$ cat src/fpga_consts.svh
// Bank select codes, controller addresses and sizes for the CPU bus
// Bank code 3 (STM) is reserved and has no implementation
// Controller addresses not listed here are accepted and ignored
`ifndef FPGA_CONSTS_SVH
`define FPGA_CONSTS_SVH

////////////////////
// Bank select, addr[16:15]
`define BRAM_SELECT_CONTROLLER 2'd0
`define BRAM_SELECT_MOD        2'd1
`define BRAM_SELECT_NORMAL     2'd2

////////////////////
// Controller word addresses, addr[14:1]
`define ADDR_CTL_FLAG          14'h0000
`define ADDR_MOD_MEM_PAGE      14'h0020
`define ADDR_MOD_CYCLE         14'h0021
`define ADDR_MOD_FREQ_DIV_0    14'h0022
`define ADDR_MOD_FREQ_DIV_1    14'h0023

// Control word bits
`define CTL_FLAG_FORCE_FAN_BIT 4
`define CTL_FLAG_SYNC_BIT      8

////////////////////
// Sizes
`define NUM_TRANS              249
`define MOD_PAGE_WORDS         16384

`endif
$ cat src/fpga_pkg.sv
// Types for the CPU bus data word
// One written word is read as a duty/phase pair or as two mod samples
`default_nettype none

package fpga_pkg;

  // Normal bank word
  typedef struct packed {
    logic [7:0] duty;
    logic [7:0] phase;
  } duty_phase_t;

  // Modulation bank word, two 8-bit samples
  typedef struct packed {
    logic [7:0] odd;   // Sample at index 2n+1
    logic [7:0] even;  // Sample at index 2n
  } mod_pair_t;

  typedef union packed {
    duty_phase_t dp;
    mod_pair_t   pair;
  } bus_word_u;

endpackage

`default_nettype wire

$ cat src/drive_scanner.sv
// Scans all transducers continuously, one per cycle
// Two cycles from rd_idx to drive outputs, duty scaled by mod_sample / 256
// mod_sample is taken as it stands when the word reaches stage 2
`timescale 1ns/1ps
`default_nettype none

`include "fpga_consts.svh"

module drive_scanner (
  input  wire logic                  CPU_CKIO,
  input  wire logic                  arst_n,
  output logic [7:0]                 rd_idx,
  input  wire fpga_pkg::duty_phase_t rd_word,
  input  wire logic [7:0]            mod_sample,
  output logic [7:0]                 drive_idx,
  output logic [7:0]                 duty_out,
  output logic [7:0]                 phase_out,
  output logic                       drive_valid
);

  localparam logic [7:0] LAST_IDX = 8'(`NUM_TRANS - 1);

  logic [7:0]  scan_idx;
  logic [7:0]  idx_s1;
  logic        valid_s1;
  logic [15:0] prod;

  assign rd_idx = scan_idx;
  assign prod   = rd_word.duty * mod_sample;

  ////////////////////
  // Index counter and stage 1 (memory read in flight)
  always_ff @(posedge CPU_CKIO or negedge arst_n) begin
    if (!arst_n) begin
      scan_idx <= '0;
      idx_s1   <= '0;
      valid_s1 <= 1'b0;
    end else begin
      scan_idx <= (scan_idx == LAST_IDX) ? 8'd0 : scan_idx + 8'd1;
      idx_s1   <= scan_idx;
      valid_s1 <= 1'b1;
    end
  end

  ////////////////////
  // Stage 2, scale and register outputs
  always_ff @(posedge CPU_CKIO or negedge arst_n) begin
    if (!arst_n) begin
      drive_idx   <= '0;
      duty_out    <= '0;
      phase_out   <= '0;
      drive_valid <= 1'b0;
    end else begin
      drive_idx   <= idx_s1;
      duty_out    <= prod[15:8];  // duty * mod >> 8
      phase_out   <= rd_word.phase;
      drive_valid <= valid_s1;
    end
  end

endmodule

`default_nettype wire

$ cat config.mk
export PLATFORM = sky130hd
export DESIGN_NAME = drive_scanner
export DESIGN_NICKNAME = d
export VERILOG_FILES = /design/src/fpga_pkg.sv /design/src/drive_scanner.sv
export VERILOG_INCLUDE_DIRS = /design/src
export SDC_FILE = /design/constraint.sdc
export NUM_CORES = 1
export LEC_CHECK = 0
export ABC_AREA = 1
export BUFFER_PORTS_ARGS = -buffer_cell sky130_fd_sc_hd__buf_2
export CAP_MARGIN = 20
export CORE_MARGIN = 4
export CORE_UTILIZATION = 50
export CTS_CLUSTER_DIAMETER = 100
export DETAILED_ROUTE_END_ITERATION = 8
export GPL_ROUTABILITY_DRIVEN = 0
export PLACE_DENSITY = 0.73
export SLEW_MARGIN = 30
export SYNTH_ARGS = -nofsm -noshare
export SYNTH_HDL_FRONTEND = slang
export SYNTH_SLANG_ARGS = --single-unit
$ cat constraint.sdc
create_clock -name CPU_CKIO -period 1.7 [get_ports CPU_CKIO]
set_clock_uncertainty 0.1 [all_clocks]
set_input_delay 0 -clock CPU_CKIO [delete_from_list [all_inputs] [get_ports CPU_CKIO]]
set_output_delay 0 -clock CPU_CKIO [all_outputs]
set_load 0.01 [all_outputs]
==> results of run 1 <==
-- cell families (layout without fill, tap and decap cells) --
| family | Yosys count | count (layout) |
|---|---|---|
| XOR/XNOR | 4 | 4 |
| flip-flops | 42 | 42 |
| adder cells (fa/ha/maj) | 70 | 70 |
| buffers and inverters | 132 | 238 |
| AND/OR/NAND/NOR | 153 | 153 |
| other | 1 | 1 |
| AO/OA/AOI/OAI | 17 | 17 |
-- cells in the final DEF, fill, tap and decap left out, types with 2 or more instances in the layout --
| master | Yosys | final |
|---|---|---|
| sky130_fd_sc_hd__nor3_1 | 3 | 2 |
| sky130_fd_sc_hd__nor3b_1 | 2 | 2 |
| sky130_fd_sc_hd__nand2_4 | 0 | 7 |
| sky130_fd_sc_hd__nor2_1 | 15 | 10 |
| sky130_fd_sc_hd__nor2_2 | 0 | 4 |
| sky130_fd_sc_hd__nor3_2 | 1 | 2 |
| sky130_fd_sc_hd__ha_1 | 35 | 26 |
| sky130_fd_sc_hd__buf_4 | 0 | 38 |
| sky130_fd_sc_hd__nand3_2 | 1 | 5 |
| sky130_fd_sc_hd__xor2_1 | 3 | 3 |
| sky130_fd_sc_hd__ha_4 | 0 | 9 |
| sky130_fd_sc_hd__buf_8 | 0 | 3 |
| sky130_fd_sc_hd__dfrtp_1 | 42 | 42 |
| sky130_fd_sc_hd__nand3_1 | 13 | 9 |
| sky130_fd_sc_hd__nor2_4 | 1 | 2 |
| sky130_fd_sc_hd__dlygate4sd3_1 | 0 | 9 |
| sky130_fd_sc_hd__inv_1 | 117 | 102 |
| sky130_fd_sc_hd__buf_2 | 0 | 46 |
| sky130_fd_sc_hd__inv_2 | 2 | 16 |
| sky130_fd_sc_hd__nand2_2 | 3 | 18 |
| sky130_fd_sc_hd__buf_12 | 0 | 3 |
| sky130_fd_sc_hd__buf_6 | 0 | 11 |
| sky130_fd_sc_hd__a21oi_1 | 9 | 6 |
| sky130_fd_sc_hd__nand2_1 | 110 | 88 |
| sky130_fd_sc_hd__fa_2 | 0 | 4 |
| sky130_fd_sc_hd__clkbuf_8 | 0 | 5 |
| sky130_fd_sc_hd__a21oi_4 | 0 | 2 |
| sky130_fd_sc_hd__fa_1 | 35 | 31 |
-- per-stage QoR --
step / utilization, % / setup slack, ps / area (um^2) / TNS [ps] / total power [mW]
after floorplan: - / -1650 / 3613 / -12410 / 2.976
after global placement: 61.75 / -1805 / 4195 / -14030 / 3.916
after detailed placement: 61.75 / -1907 / 4195 / -14530 / 3.994
after CTS: 68.51 / -1418 / 4654 / -10930 / 5.151
after global routing: 70.57 / -1569 / 4795 / -11940 / 5.921
final: 70.57 / -1444 / 4795 / -10990 / 5.477
-- what timing repair did --
action | in CTS | in global routing
resized for setup | 66 | 41
hold endpoints to repair | 50 | 0
buffers inserted | 4 | 0
hold buffers | 9 | 0
pin swaps | 28 | 31
endpoints found under the setup margin | 8 | 8
-- layout make-up --
type / count / area, um^2 / share of cell area (%)
clock buffers: 6 / 72.57 / 1.514
clock inverters: 2 / 13.76 / 0.2871
inverters: 120 / 452.9 / 9.447
multi-input cells: 245 / 2250 / 46.92
flip-flops and latches: 42 / 1051 / 21.92
well taps: 96 / 120.1 / 2.505
repair buffers: 110 / 834.6 / 17.41
-- flip-flops by register name, indices dropped and copies added, names as in the netlist --
register and flops:
drive_idx 8, duty_out 8, idx_s1 8, rd_idx 8
drive_valid 1, phase_out 8, valid_s1 1
-- metal layers --
| metal | global-route usage, % | vias to the layer above |
|---|---|---|
| met1 | 22.91 | 1406 |
| met5 | 0 | - |
| li1 | - | 1416 |
| met2 | 36.94 | 59 |
| met3 | 2.568 | 13 |
| met4 | 4.648 | 0 |
-- final timing paths --
kind,start,end,slack [ps]
worst min-delay path,arst_n,drive_idx[7],110
worst max-delay path,mod_sample[5],duty_out[6],-1440
min in group CPU_CKIO,idx_s1[7],drive_idx[7],250
max in group asynchronous,arst_n,idx_s1[5],860
worst max register to register,rd_idx[0],rd_idx[2],200
worst min register to register,idx_s1[7],drive_idx[7],250
-- power groups by stage --
| stage | clock, mW | combinational [mW] | sequential, mW |
|---|---|---|---|
| floorplan | 0 | 1.76 | 1.21 |
| global placement | 0 | 2.76 | 1.16 |
| detailed placement | 0 | 2.83 | 1.16 |
| finish | 0.605 | 3.73 | 1.14 |
| global route | 0.666 | 4.10 | 1.15 |
| CTS | 0.621 | 3.39 | 1.14 |
==> qor.txt, run 1 <==
====================================================================================
Status                                                                  finished, violations left
Violated checks                                                         setup timing
Portion of synthesized cell area occupied by the leading cell type            30.19%
Delay of the slowest critical-path stage                                      490 ps
Cell with the most instances after synthesis                            sky130_fd_sc_hd__inv_1
Ratio of routed vias to standard cells                                         4.660
Met2 WL                                                                     4.282 mm
Clock Tree Buf Depth                                                               2
Number of filler instances in the final layout                                   483
Tightest hold margin                                                        108.2 ps
Clk network pwr share                                                          11.0%
Gate family responsible for the most delay along the worst path          adder cells
Syn-to-layout area delta                                                      37.74%
Post-synth EDFFs                                                                   0
Crit start category                                                       input port
Largest net degree at the start of global routing                                 24
Flop pwr share                                                                 20.9%
Reported net switching power                                                2.306 mW
Gr ovfl total                                                                      0
Crit path setup slack, layout                                               -1444 ps
Syn Nets                                                                         515
DRT met1 WL                                                                 3.110 mm
Share of flip-flops with an asynchronous set or reset after synthesis         100.0%
Simple-gate share of the synthesized area                                     18.84%
Count of vias placed by the detailed router                                     2894
# setup viols final                                                                8
Share of the synthesized netlist area taken by xor and xnor gates             1.006%
Leakage Power                                                               2.814 nW
CTS Sinks                                                                         42
Largest fanout on the critical path                                                4
Int Pwr                                                                     3.170 mW
Synthesized area                                                        0.003481 mm^2
Part of the cycle the worst path needs                                        185.0%
Slew Viols, Final                                                                  0
Required time at the endpoint of the critical path                           1780 ps
Adder-Cell Fraction of Synth Area                                             32.71%
Die area                                                                0.008360 mm^2
Worst hold path type                                                    input port to asynchronous set/reset pin
Chip Height                                                                 91.44 um
Mean post-synth cell area                                                 8.307 um^2
Detailed placement HPWL                                                     5.964 mm
Layout cells sized above 1                                                    35.24%
Number of DRC markers in iteration 0                                              89
Dominant combinational cell family by area after synthesis               adder cells
Diode insertion count for antenna repair                                           0
Element type at the critical path end                                       register
Total instance count after detailed placement                                    600
Die span in x                                                               91.44 um
Kind of critical path                                                   input port to register
Power Density                                                           1142 mW/mm^2
Highest ir drop seen on vdd                                                0.7552 mV
Count of different cell masters after synthesis                                   31
Achievable clock frequency                                                 318.1 MHz
Most frequent cells after synthesis                                     117 x sky130_fd_sc_hd__inv_1, 110 x sky130_fd_sc_hd__nand2_1, 42 x sky130_fd_sc_hd__dfrtp_1, 35 x sky130_fd_sc_hd__fa_1, 35 x sky130_fd_sc_hd__ha_1
Main synth FF type                                                      sky130_fd_sc_hd__dfrtp_1
CTS Buf Count                                                                      5
Initial core utilization                                                      51.23%
Floorplan core area                                                     0.006794 mm^2
Cell chain of the critical path                                         buf_8, buf_6, nand2_2, inv_2, fa_1, fa_1, fa_1, inv_1, fa_1, inv_2, ha_4, a21oi_4, nand2_1, inv_1, nor2_1, nor2_1, nand2_1, nand2_1, nand2_1
Detailed Routing Iterations Pass 1                                                 4
Bufs and invs on worst path                                                        6
Arrival time of data at the critical path endpoint                           3220 ps
Residual DRC                                                                       0
Max-cap violations                                                                 0
Post-layout instance count excluding filler cells                                621
Detailed route wirelength on metal3                                           240 um
Multiplexer share of the synthesized area                                         0%
Count of warnings emitted by yosys                                                 0
Num rows                                                                          30
Cell chosen for the clock root                                          sky130_fd_sc_hd__clkbuf_8
Switching share of power                                                      42.11%
Count of boundary I/O pins                                                        59
Via count of the first global-routing pass                                      3017
Top layer used by detailed routing                                              met4
Fraction of the yosys area taken by sequential cells                          30.19%
Slowest CP cell                                                         sky130_fd_sc_hd__fa_1
Clock tree from TritonCTS                                                        yes
Gr usage total                                                                19.45%
Clk Latency, worst-skew pair                                                  290 ps
Synthesized flop and latch total                                                  42
Routed wirelength normalized by instance count                              12.49 um
Hold Fails Final Rpt                                                               0
First-pass GRT wire length                                                  13.24 mm
Setup repair after global routing missed its margin                              yes
Post-synthesis cell count                                                        419
Final net count                                                                  620
Cell types with the largest area share after synthesis                  sky130_fd_sc_hd__dfrtp_1 30%, sky130_fd_sc_hd__fa_1 20%, sky130_fd_sc_hd__inv_1 13%
Total detailed-routing wirelength                                           7.754 mm
Number of buffers added on ports                                                  58
Antenna Violating Nets Remaining                                                   0
Number of cell instances on the worst register-to-register path                    5
Complex-gate fraction of the synthesized area                                 2.912%
Number of H-tree branching levels                                                  2
Post-layout minimum cycle time                                               3144 ps
Clock-pin slew on the worst setup and hold paths                               70 ps
CP Depth                                                                          19
Antenna violations before repair                                                   0
Comb pwr share                                                                 68.1%
Library cell occupying the most area in the post-synthesis netlist      sky130_fd_sc_hd__dfrtp_1
====================================================================================
Power figures use the tool's default switching activity.
==> run 2: changes to the inputs <==
--- a/config.mk
+++ b/config.mk
@@ -8,13 +8,12 @@
 export LEC_CHECK = 0
 export ABC_AREA = 1
 export BUFFER_PORTS_ARGS = -buffer_cell sky130_fd_sc_hd__buf_2
-export CAP_MARGIN = 20
 export CORE_MARGIN = 4
 export CORE_UTILIZATION = 50
 export CTS_CLUSTER_DIAMETER = 100
 export DETAILED_ROUTE_END_ITERATION = 8
 export GPL_ROUTABILITY_DRIVEN = 0
-export PLACE_DENSITY = 0.73
+export PLACE_DENSITY_LB_ADDON = 0.05
 export SLEW_MARGIN = 30
 export SYNTH_ARGS = -nofsm -noshare
 export SYNTH_HDL_FRONTEND = slang
==> run 2 against run 1 <==
Against the previous run:
- the run still ends with setup timing left
- total power grew 4.2%
- sequential power hardly changed
- first-iteration DRC count is 1.1% higher
- setup slack improved by 48 ps
- die area is the same
- clock power is 28% higher
- non-clock buffer count shrank 1
- clock-buffer cell count did not move
- combinational power is 2% higher
- final area is 0.31% higher
- critical endpoint is now duty_out[7]
- largest cell class unchanged
- highest routed layer unchanged
==> qor.txt, run 2 (same netlist as run 1, synthesis figures left out) <==
==============================================================================
Status                                                            finished, violations left
Violated checks                                                   setup timing
Normalized max-slew margin                                              66.66%
Antenna Violating Nets Remaining                                             0   unchanged
Clock-pin slew on the worst setup and hold paths                         70 ps   about the same
Num rows                                                                    30   unchanged
CTS Buf Count                                                                5   unchanged
Routed wirelength normalized by instance count                        11.56 um   -7.4%
Comb pwr share                                                           66.6%   -1.5 points
Detailed Routing Iterations Pass 1                                           5   +1
Chip Height                                                           91.44 um   unchanged
Initial core utilization                                                51.23%   unchanged
Die span in x                                                         91.44 um   unchanged
Slew Viols, Final                                                            0   unchanged
Gr ovfl total                                                                0   unchanged
Die area                                                          0.008360 mm^2   unchanged
Flop pwr share                                                           19.9%   -1.0 points
Slowest CP cell                                                   sky130_fd_sc_hd__fa_1
Gr usage total                                                          18.44%   -1.0 points
Accumulated negative setup slack                                     -10790 ps   +206.3 ps
Number of cell instances on the worst register-to-register path              5   unchanged
Syn-to-layout area delta                                                38.17%
Bufs and invs on worst path                                                  4   -2
Post-layout minimum cycle time                                         3096 ps   -47.71 ps
CTS Sinks                                                                   42   unchanged
Element type at the critical path end                                 register
Setup slack of the worst register-to-register path                      200 ps   about the same
Reported net switching power                                          2.278 mW   -1.2%
Floorplan core area                                               0.006794 mm^2   unchanged
Max-cap violations                                                           0   unchanged
Crit start category                                                 input port
Cell chain of the critical path                                   buf_8, nand2_4, inv_2, fa_1, fa_1, fa_1, inv_1, fa_1, inv_2, ha_4, nand2_4, nand2_4, a31oi_4, nor2_1, nor2_1, nand2_1, nand2_1, nand2_1
Residual DRC                                                                 0   unchanged
Clk Latency, worst-skew pair                                            280 ps   about the same
Worst hold path type                                              input port to asynchronous set/reset pin
Highest ir drop seen on vdd                                          0.6623 mV   -12%
Number of DRC markers in iteration 0                                        90   +1.1%
Via count of the first global-routing pass                                2906   -3.7%
Number of buffers added on ports                                            58   unchanged
# setup viols final                                                          8   unchanged
Post-placement worst setup slack                                      -1849 ps   +58.57 ps
Power Density                                                     1187 mW/mm^2   +3.9%
Part of the cycle the worst path needs                                  182.1%   -2.8 points
Clk network pwr share                                                    13.5%   +2.5 points
Detailed placement HPWL                                               5.612 mm   -5.9%
Achievable clock frequency                                           323.0 MHz   +1.5%
Ratio of routed vias to standard cells                                   4.553   -2.3%
Antenna violations before repair                                             0   unchanged
Final net count                                                            619   -0.16%
Kind of critical path                                             input port to register
Leakage Power                                                         2.849 nW   +1.3%
Most common cell after layout, fill and taps aside                sky130_fd_sc_hd__inv_1
Hold Fails Final Rpt                                                         0   unchanged
Clock Tree Buf Depth                                                         2   unchanged
Worst-margin pin slew                                                 500.2 ps
Worst flop-to-flop path startpoint                                   rd_idx[0]
Clock tree from TritonCTS                                                  yes
Total detailed-routing wirelength                                     7.154 mm   -7.7%
Reg-to-reg critical path endpoint                                    rd_idx[7]
Layout cells sized above 1                                              33.08%   -2.2 points
Crit path setup slack, layout                                         -1396 ps   +47.71 ps
Switching share of power                                                39.92%   -2.2 points
Arrival time of data at the critical path endpoint                     3180 ps   -40 ps
Gate family responsible for the most delay along the worst path    adder cells
Delay of the slowest critical-path stage                                560 ps   +70 ps
Int Pwr                                                               3.429 mW   +8.1%
Count of boundary I/O pins                                                  59   unchanged
Setup repair after global routing missed its margin                        yes
Count of vias placed by the detailed router                               2818   -2.6%
Largest fanout on the critical path                                          6   +2
Cell chosen for the clock root                                    sky130_fd_sc_hd__clkbuf_8
Largest net degree at the start of global routing                           43   +79%
Most used cells in the layout excluding fill and tap cells        105 x sky130_fd_sc_hd__inv_1, 93 x sky130_fd_sc_hd__nand2_1, 45 x sky130_fd_sc_hd__buf_2, 42 x sky130_fd_sc_hd__dfrtp_1, 37 x sky130_fd_sc_hd__buf_4
Number of H-tree branching levels                                            2   unchanged
Diode insertion count for antenna repair                                     0   unchanged
Cell with the most instances on the worst path                    sky130_fd_sc_hd__fa_1
First-pass GRT wire length                                            12.67 mm   -4.3%
Required time at the endpoint of the critical path                     1780 ps   about the same
==============================================================================
==> run 2: cell count changes in the layout (fill, tap and decap cells not counted), moves of 2 or more <==
cell,change
sky130_fd_sc_hd__nand2_2,-8
sky130_fd_sc_hd__inv_1,+3
sky130_fd_sc_hd__nand2_1,+5
sky130_fd_sc_hd__nor2_1,+2
sky130_fd_sc_hd__a21oi_2,+2
sky130_fd_sc_hd__nand2_4,+3
sky130_fd_sc_hd__inv_2,-3
sky130_fd_sc_hd__buf_8,+2
sky130_fd_sc_hd__nor2_2,-2
==> run 2: worst max path at each step <==
stage	cells past startpoint	endpoint	from	slack [ps]
after floorplan	18	duty_out[7]	mod_sample[5]	-1650
after global placement	17	duty_out[6]	rd_word[10]	-1820
after detailed placement	17	duty_out[6]	rd_word[10]	-1850
after CTS	19	duty_out[6]	mod_sample[5]	-1390
after global routing	19	duty_out[7]	mod_sample[5]	-1610
final	18	duty_out[7]	rd_word[14]	-1400
==> run 2: worst reg2reg max path: stages, from the launching register on <==
cell and delay (ps):
sky130_fd_sc_hd__dfrtp_1 460, sky130_fd_sc_hd__inv_1 90, sky130_fd_sc_hd__ha_1 140, sky130_fd_sc_hd__nand3_1 110, sky130_fd_sc_hd__nor4_4 340, sky130_fd_sc_hd__nor3_1 130
==> run 2: routing by layer <==
| layer | routed length [um] | global-route usage, % |
|---|---|---|
| met1 | 3276 | 25.29 |
| met2 | 3552 | 31.59 |
| met3 | 307 | 3.397 |
| met4 | 17 | 1.633 |
| met5 | 0 | 0 |
==> run 2: timing repair <==
action                                  in CTS  in global routing
pin swaps                                   36                 14
hold endpoints to repair                    50                  0
gates resized for setup                     70                 31
endpoints found under the setup margin       8                  8
hold buffers                                 9                  0
buffers inserted                             3                  2
==> run 2: layout make-up <==
cell class / instances / area [um^2]
Inverter: 120 / 452.9
Clock buffer: 6 / 82.58
Sequential cell: 42 / 1051
Timing Repair Buffer: 109 / 840.8
Fill cell: 547 / 1984
Clock inverter: 1 / 30.03
Tap cell: 96 / 120.1
Multi-Input combinational cell: 245 / 2232
==> run 2: power by group through the flow <==
stage	clock network (mW)	logic, mW	registers [mW]
after detailed placement	0	2.80	1.16
after global routing	0.837	4.23	1.15
after CTS	0.800	3.47	1.14
after floorplan	0	1.76	1.21
final	0.773	3.80	1.13
after global placement	0	2.77	1.16
==> run 2: metrics by stage <==
step	hold WS [ps]	power, mW	utilization (%)	instances	cell area [um^2]
finish	201.8	5.707	70.79	619	4810
global placement	-16.79	3.930	61.53	598	4180
global route	249.0	6.211	70.79	619	4810
CTS	218.3	5.408	68.99	617	4687
floorplan	-395.6	2.976	-	419	3613
detailed placement	-16.56	3.952	61.53	598	4180
==> run 3: changes to the inputs <==
==> constraint.sdc (replaced) <==
create_clock -name CPU_CKIO -period 1.7 [get_ports CPU_CKIO]
set_clock_uncertainty 0.1 [all_clocks]
set_input_delay 0.34 -clock CPU_CKIO [delete_from_list [all_inputs] [get_ports CPU_CKIO]]
set_output_delay 0.34 -clock CPU_CKIO [all_outputs]
set_load 0.01 [all_outputs]
==> run 3 against run 2 <==
Against the previous run:
- the flow still finishes with violations (setup timing)
- non-clock buffer count shrank 6
- register-to-register slack better by 30 ps
- total power is 2.2% higher
- highest routed layer unchanged
- core utilization decreased by 0.99 points
- routed wire length rose by 0.55%
- clock power shrank 0.5%
- largest power group unchanged
- fmax down 10%
==> qor.txt, run 3 (same netlist as run 1, synthesis figures left out) <==
==============================================================================
Total instance count after detailed placement                              599   +0.17%
Initial core utilization                                                51.23%   unchanged
CTS Sinks                                                                   42   unchanged
Leakage Power                                                         2.805 nW   -1.5%
Normalized max-slew margin                                              66.32%   -0.34 points
Clk Latency, worst-skew pair                                            290 ps   about the same
Num rows                                                                    30   unchanged
Element type at the critical path end                                 register
Count of vias placed by the detailed router                               2776   -1.5%
Syn-to-layout area delta                                                36.23%
Achievable clock frequency                                           289.5 MHz   -10%
Setup slack of the worst register-to-register path                      230 ps   +30 ps
Largest net degree at the start of global routing                           43   unchanged
Int Pwr                                                               3.442 mW   +0.38%
Top layer used by detailed routing                                        met4
Detailed Routing Iterations Pass 1                                           4   -1
Cell chosen for the clock root                                    sky130_fd_sc_hd__clkbuf_8
Total detailed-routing wirelength                                     7.193 mm   +0.55%
DRT met1 WL                                                           3.256 mm   -0.61%
Part of the cycle the worst path needs                                  203.2%   +21 points
Gr ovfl total                                                                0   unchanged
Number of H-tree branching levels                                            2   unchanged
Max-cap violations                                                           0   unchanged
CTS Buf Count                                                                5   unchanged
Crit start category                                                 input port
Most common cell after layout, fill and taps aside                sky130_fd_sc_hd__inv_1
Most used cells in the layout excluding fill and tap cells        100 x sky130_fd_sc_hd__inv_1, 88 x sky130_fd_sc_hd__nand2_1, 46 x sky130_fd_sc_hd__buf_2, 42 x sky130_fd_sc_hd__dfrtp_1, 39 x sky130_fd_sc_hd__buf_4
Comb pwr share                                                           67.3%   +0.7 points
Clk network pwr share                                                    13.2%   -0.3 points
Violated checks                                                   setup timing
Number of buffers added on ports                                            58   unchanged
Post-layout instance count excluding filler cells                          614   -0.81%
Reported net switching power                                          2.391 mW   +5.0%
Clock-pin slew on the worst setup and hold paths                         80 ps   about the same
Antenna Violating Nets Remaining                                             0   unchanged
Worst hold path type                                              input port to register
First-pass GRT wire length                                            12.67 mm   unchanged
Total power after layout                                              5.833 mW   +2.2%
Chip Height                                                           91.44 um   unchanged
# setup viols final                                                          8   unchanged
Post-layout minimum cycle time                                         3454 ps   +357.7 ps
Detailed placement HPWL                                               5.743 mm   +2.3%
Gr usage total                                                          18.54%   +0.099 points
Highest ir drop seen on vdd                                          0.6931 mV   +4.7%
Routed wirelength normalized by instance count                        11.71 um   +1.4%
Required time at the endpoint of the critical path                     1790 ps   about the same
Slew Viols, Final                                                            0   unchanged
Status                                                            finished, violations left
Diode insertion count for antenna repair                                     0   unchanged
Arrival time of data at the critical path endpoint                     3540 ps   +360 ps
Die span in x                                                         91.44 um   unchanged
Die area                                                          0.008360 mm^2   unchanged
Clock tree from TritonCTS                                                  yes
Setup repair after global routing missed its margin                        yes
Floorplan core area                                               0.006794 mm^2   unchanged
Clock Tree Buf Depth                                                         2   unchanged
Number of filler instances in the final layout                             548   +0.18%
Flop pwr share                                                           19.5%   -0.4 points
Met2 WL                                                               3.596 mm   +1.2%
Largest fanout on the critical path                                          4   -2
Layout cells sized above 1                                              36.10%   +3.0 points
Ratio of routed vias to standard cells                                   4.521   -0.69%
Crit path setup slack, layout                                         -1754 ps   -357.7 ps
Power Density                                                     1230 mW/mm^2   +3.7%
Worst-margin pin slew                                                 505.3 ps   +5.108 ps
Number of DRC markers in iteration 0                                        67   -26%
Antenna violations before repair                                             0   unchanged
Number of cell instances on the worst register-to-register path              5   unchanged
Via count of the first global-routing pass                                2855   -1.8%
Detailed route wirelength on metal3                                     308 um   +0.33%
Final net count                                                            613   -0.97%
Post-placement worst setup slack                                      -2185 ps   -336.5 ps
Kind of critical path                                             input port to register
DP Area                                                           0.004188 mm^2   +0.18%
Hold Fails Final Rpt                                                         0   unchanged
Worst hold path stage count                                                  1
Switching share of power                                                40.99%   +1.1 points
Post-layout instance area                                         0.004742 mm^2   -1.4%
Count of boundary I/O pins                                                  59   unchanged
Residual DRC                                                                 0   unchanged
Accumulated negative setup slack                                     -13380 ps   -2598 ps
==============================================================================
run 3: cell types whose count changed in the layout (fill, tap and decap cells not counted), sizes merged:
cell	delta
clkinvlp	+1
buf	+2
dlygate4sd3	-8
run 3: final cells by class:
cell class                 instances  area (um^2)  share of cell area [%]
clock inverter                     2        37.54                  0.7916
inverter                         120        452.9                   9.551
tap                               96        120.1                   2.533
sequential                        42         1051                   22.16
clock buffer                       6        72.57                   1.530
multi-input combinational        245         2255                   47.55
timing repair buffer             103        753.2                   15.88
run 3: worst paths after layout:
path	startpoint	endpoint
worst min register to register	valid_s1	drive_valid
max in group asynchronous	arst_n	duty_out[7]
min in group asynchronous	arst_n	phase_out[0]
worst max-delay path	mod_sample[5]	duty_out[7]
worst max register to register	rd_idx[0]	rd_idx[7]
worst min-delay path	rd_word[4]	phase_out[4]
run 3: through the flow:
| step | hold slack, ps | utilization, % |
|---|---|---|
| 3_5_place_dp | 234.7 | 61.64 |
| 5_1_grt | 25.03 | 69.80 |
| 4_1_cts | 33.73 | 67.24 |
| 3_3_place_gp | 231.8 | 61.64 |
| 6_report | 46.54 | 69.80 |
| 2_1_floorplan | -55.59 | - |
run 3: power by group through the flow:
| stage | logic [mW] | clock network [mW] | registers [mW] |
|---|---|---|---|
| floorplan | 1.76 | 0 | 1.21 |
| global placement | 2.78 | 0 | 1.16 |
| detailed placement | 2.80 | 0 | 1.15 |
| CTS | 3.40 | 0.792 | 1.14 |
| global route | 4.37 | 0.834 | 1.14 |
| finish | 3.93 | 0.769 | 1.14 |
run 3: worst max-delay path: stages:
cell                      delay (ps)
sky130_fd_sc_hd__buf_6           110
sky130_fd_sc_hd__buf_6           120
sky130_fd_sc_hd__nand2_2          50
sky130_fd_sc_hd__inv_2            30
sky130_fd_sc_hd__fa_1            500
sky130_fd_sc_hd__fa_1            430
sky130_fd_sc_hd__fa_1            480
sky130_fd_sc_hd__inv_1            50
sky130_fd_sc_hd__fa_1            490
sky130_fd_sc_hd__inv_2            40
sky130_fd_sc_hd__ha_4            310
sky130_fd_sc_hd__buf_6           120
sky130_fd_sc_hd__nand2_4          70
sky130_fd_sc_hd__nor3_2          170
sky130_fd_sc_hd__nand2_1         110
sky130_fd_sc_hd__nand3_1          80
sky130_fd_sc_hd__nand2_1          50
run 3: what timing repair did:
action | CTS | global route
gates resized for setup | 61 | 47
pin swaps | 36 | 22
buffers inserted | 3 | 3
hold buffers | 1 | 0
hold endpoints to repair | 2 | 0
endpoints found under the setup margin | 8 | 8
run 3: per-layer routing:
metal	GRT usage [%]	up-vias
li1	-	1400
met1	25.11	1321
met2	31.28	51
met3	3.645	4
met4	3.015	0
met5	0	-
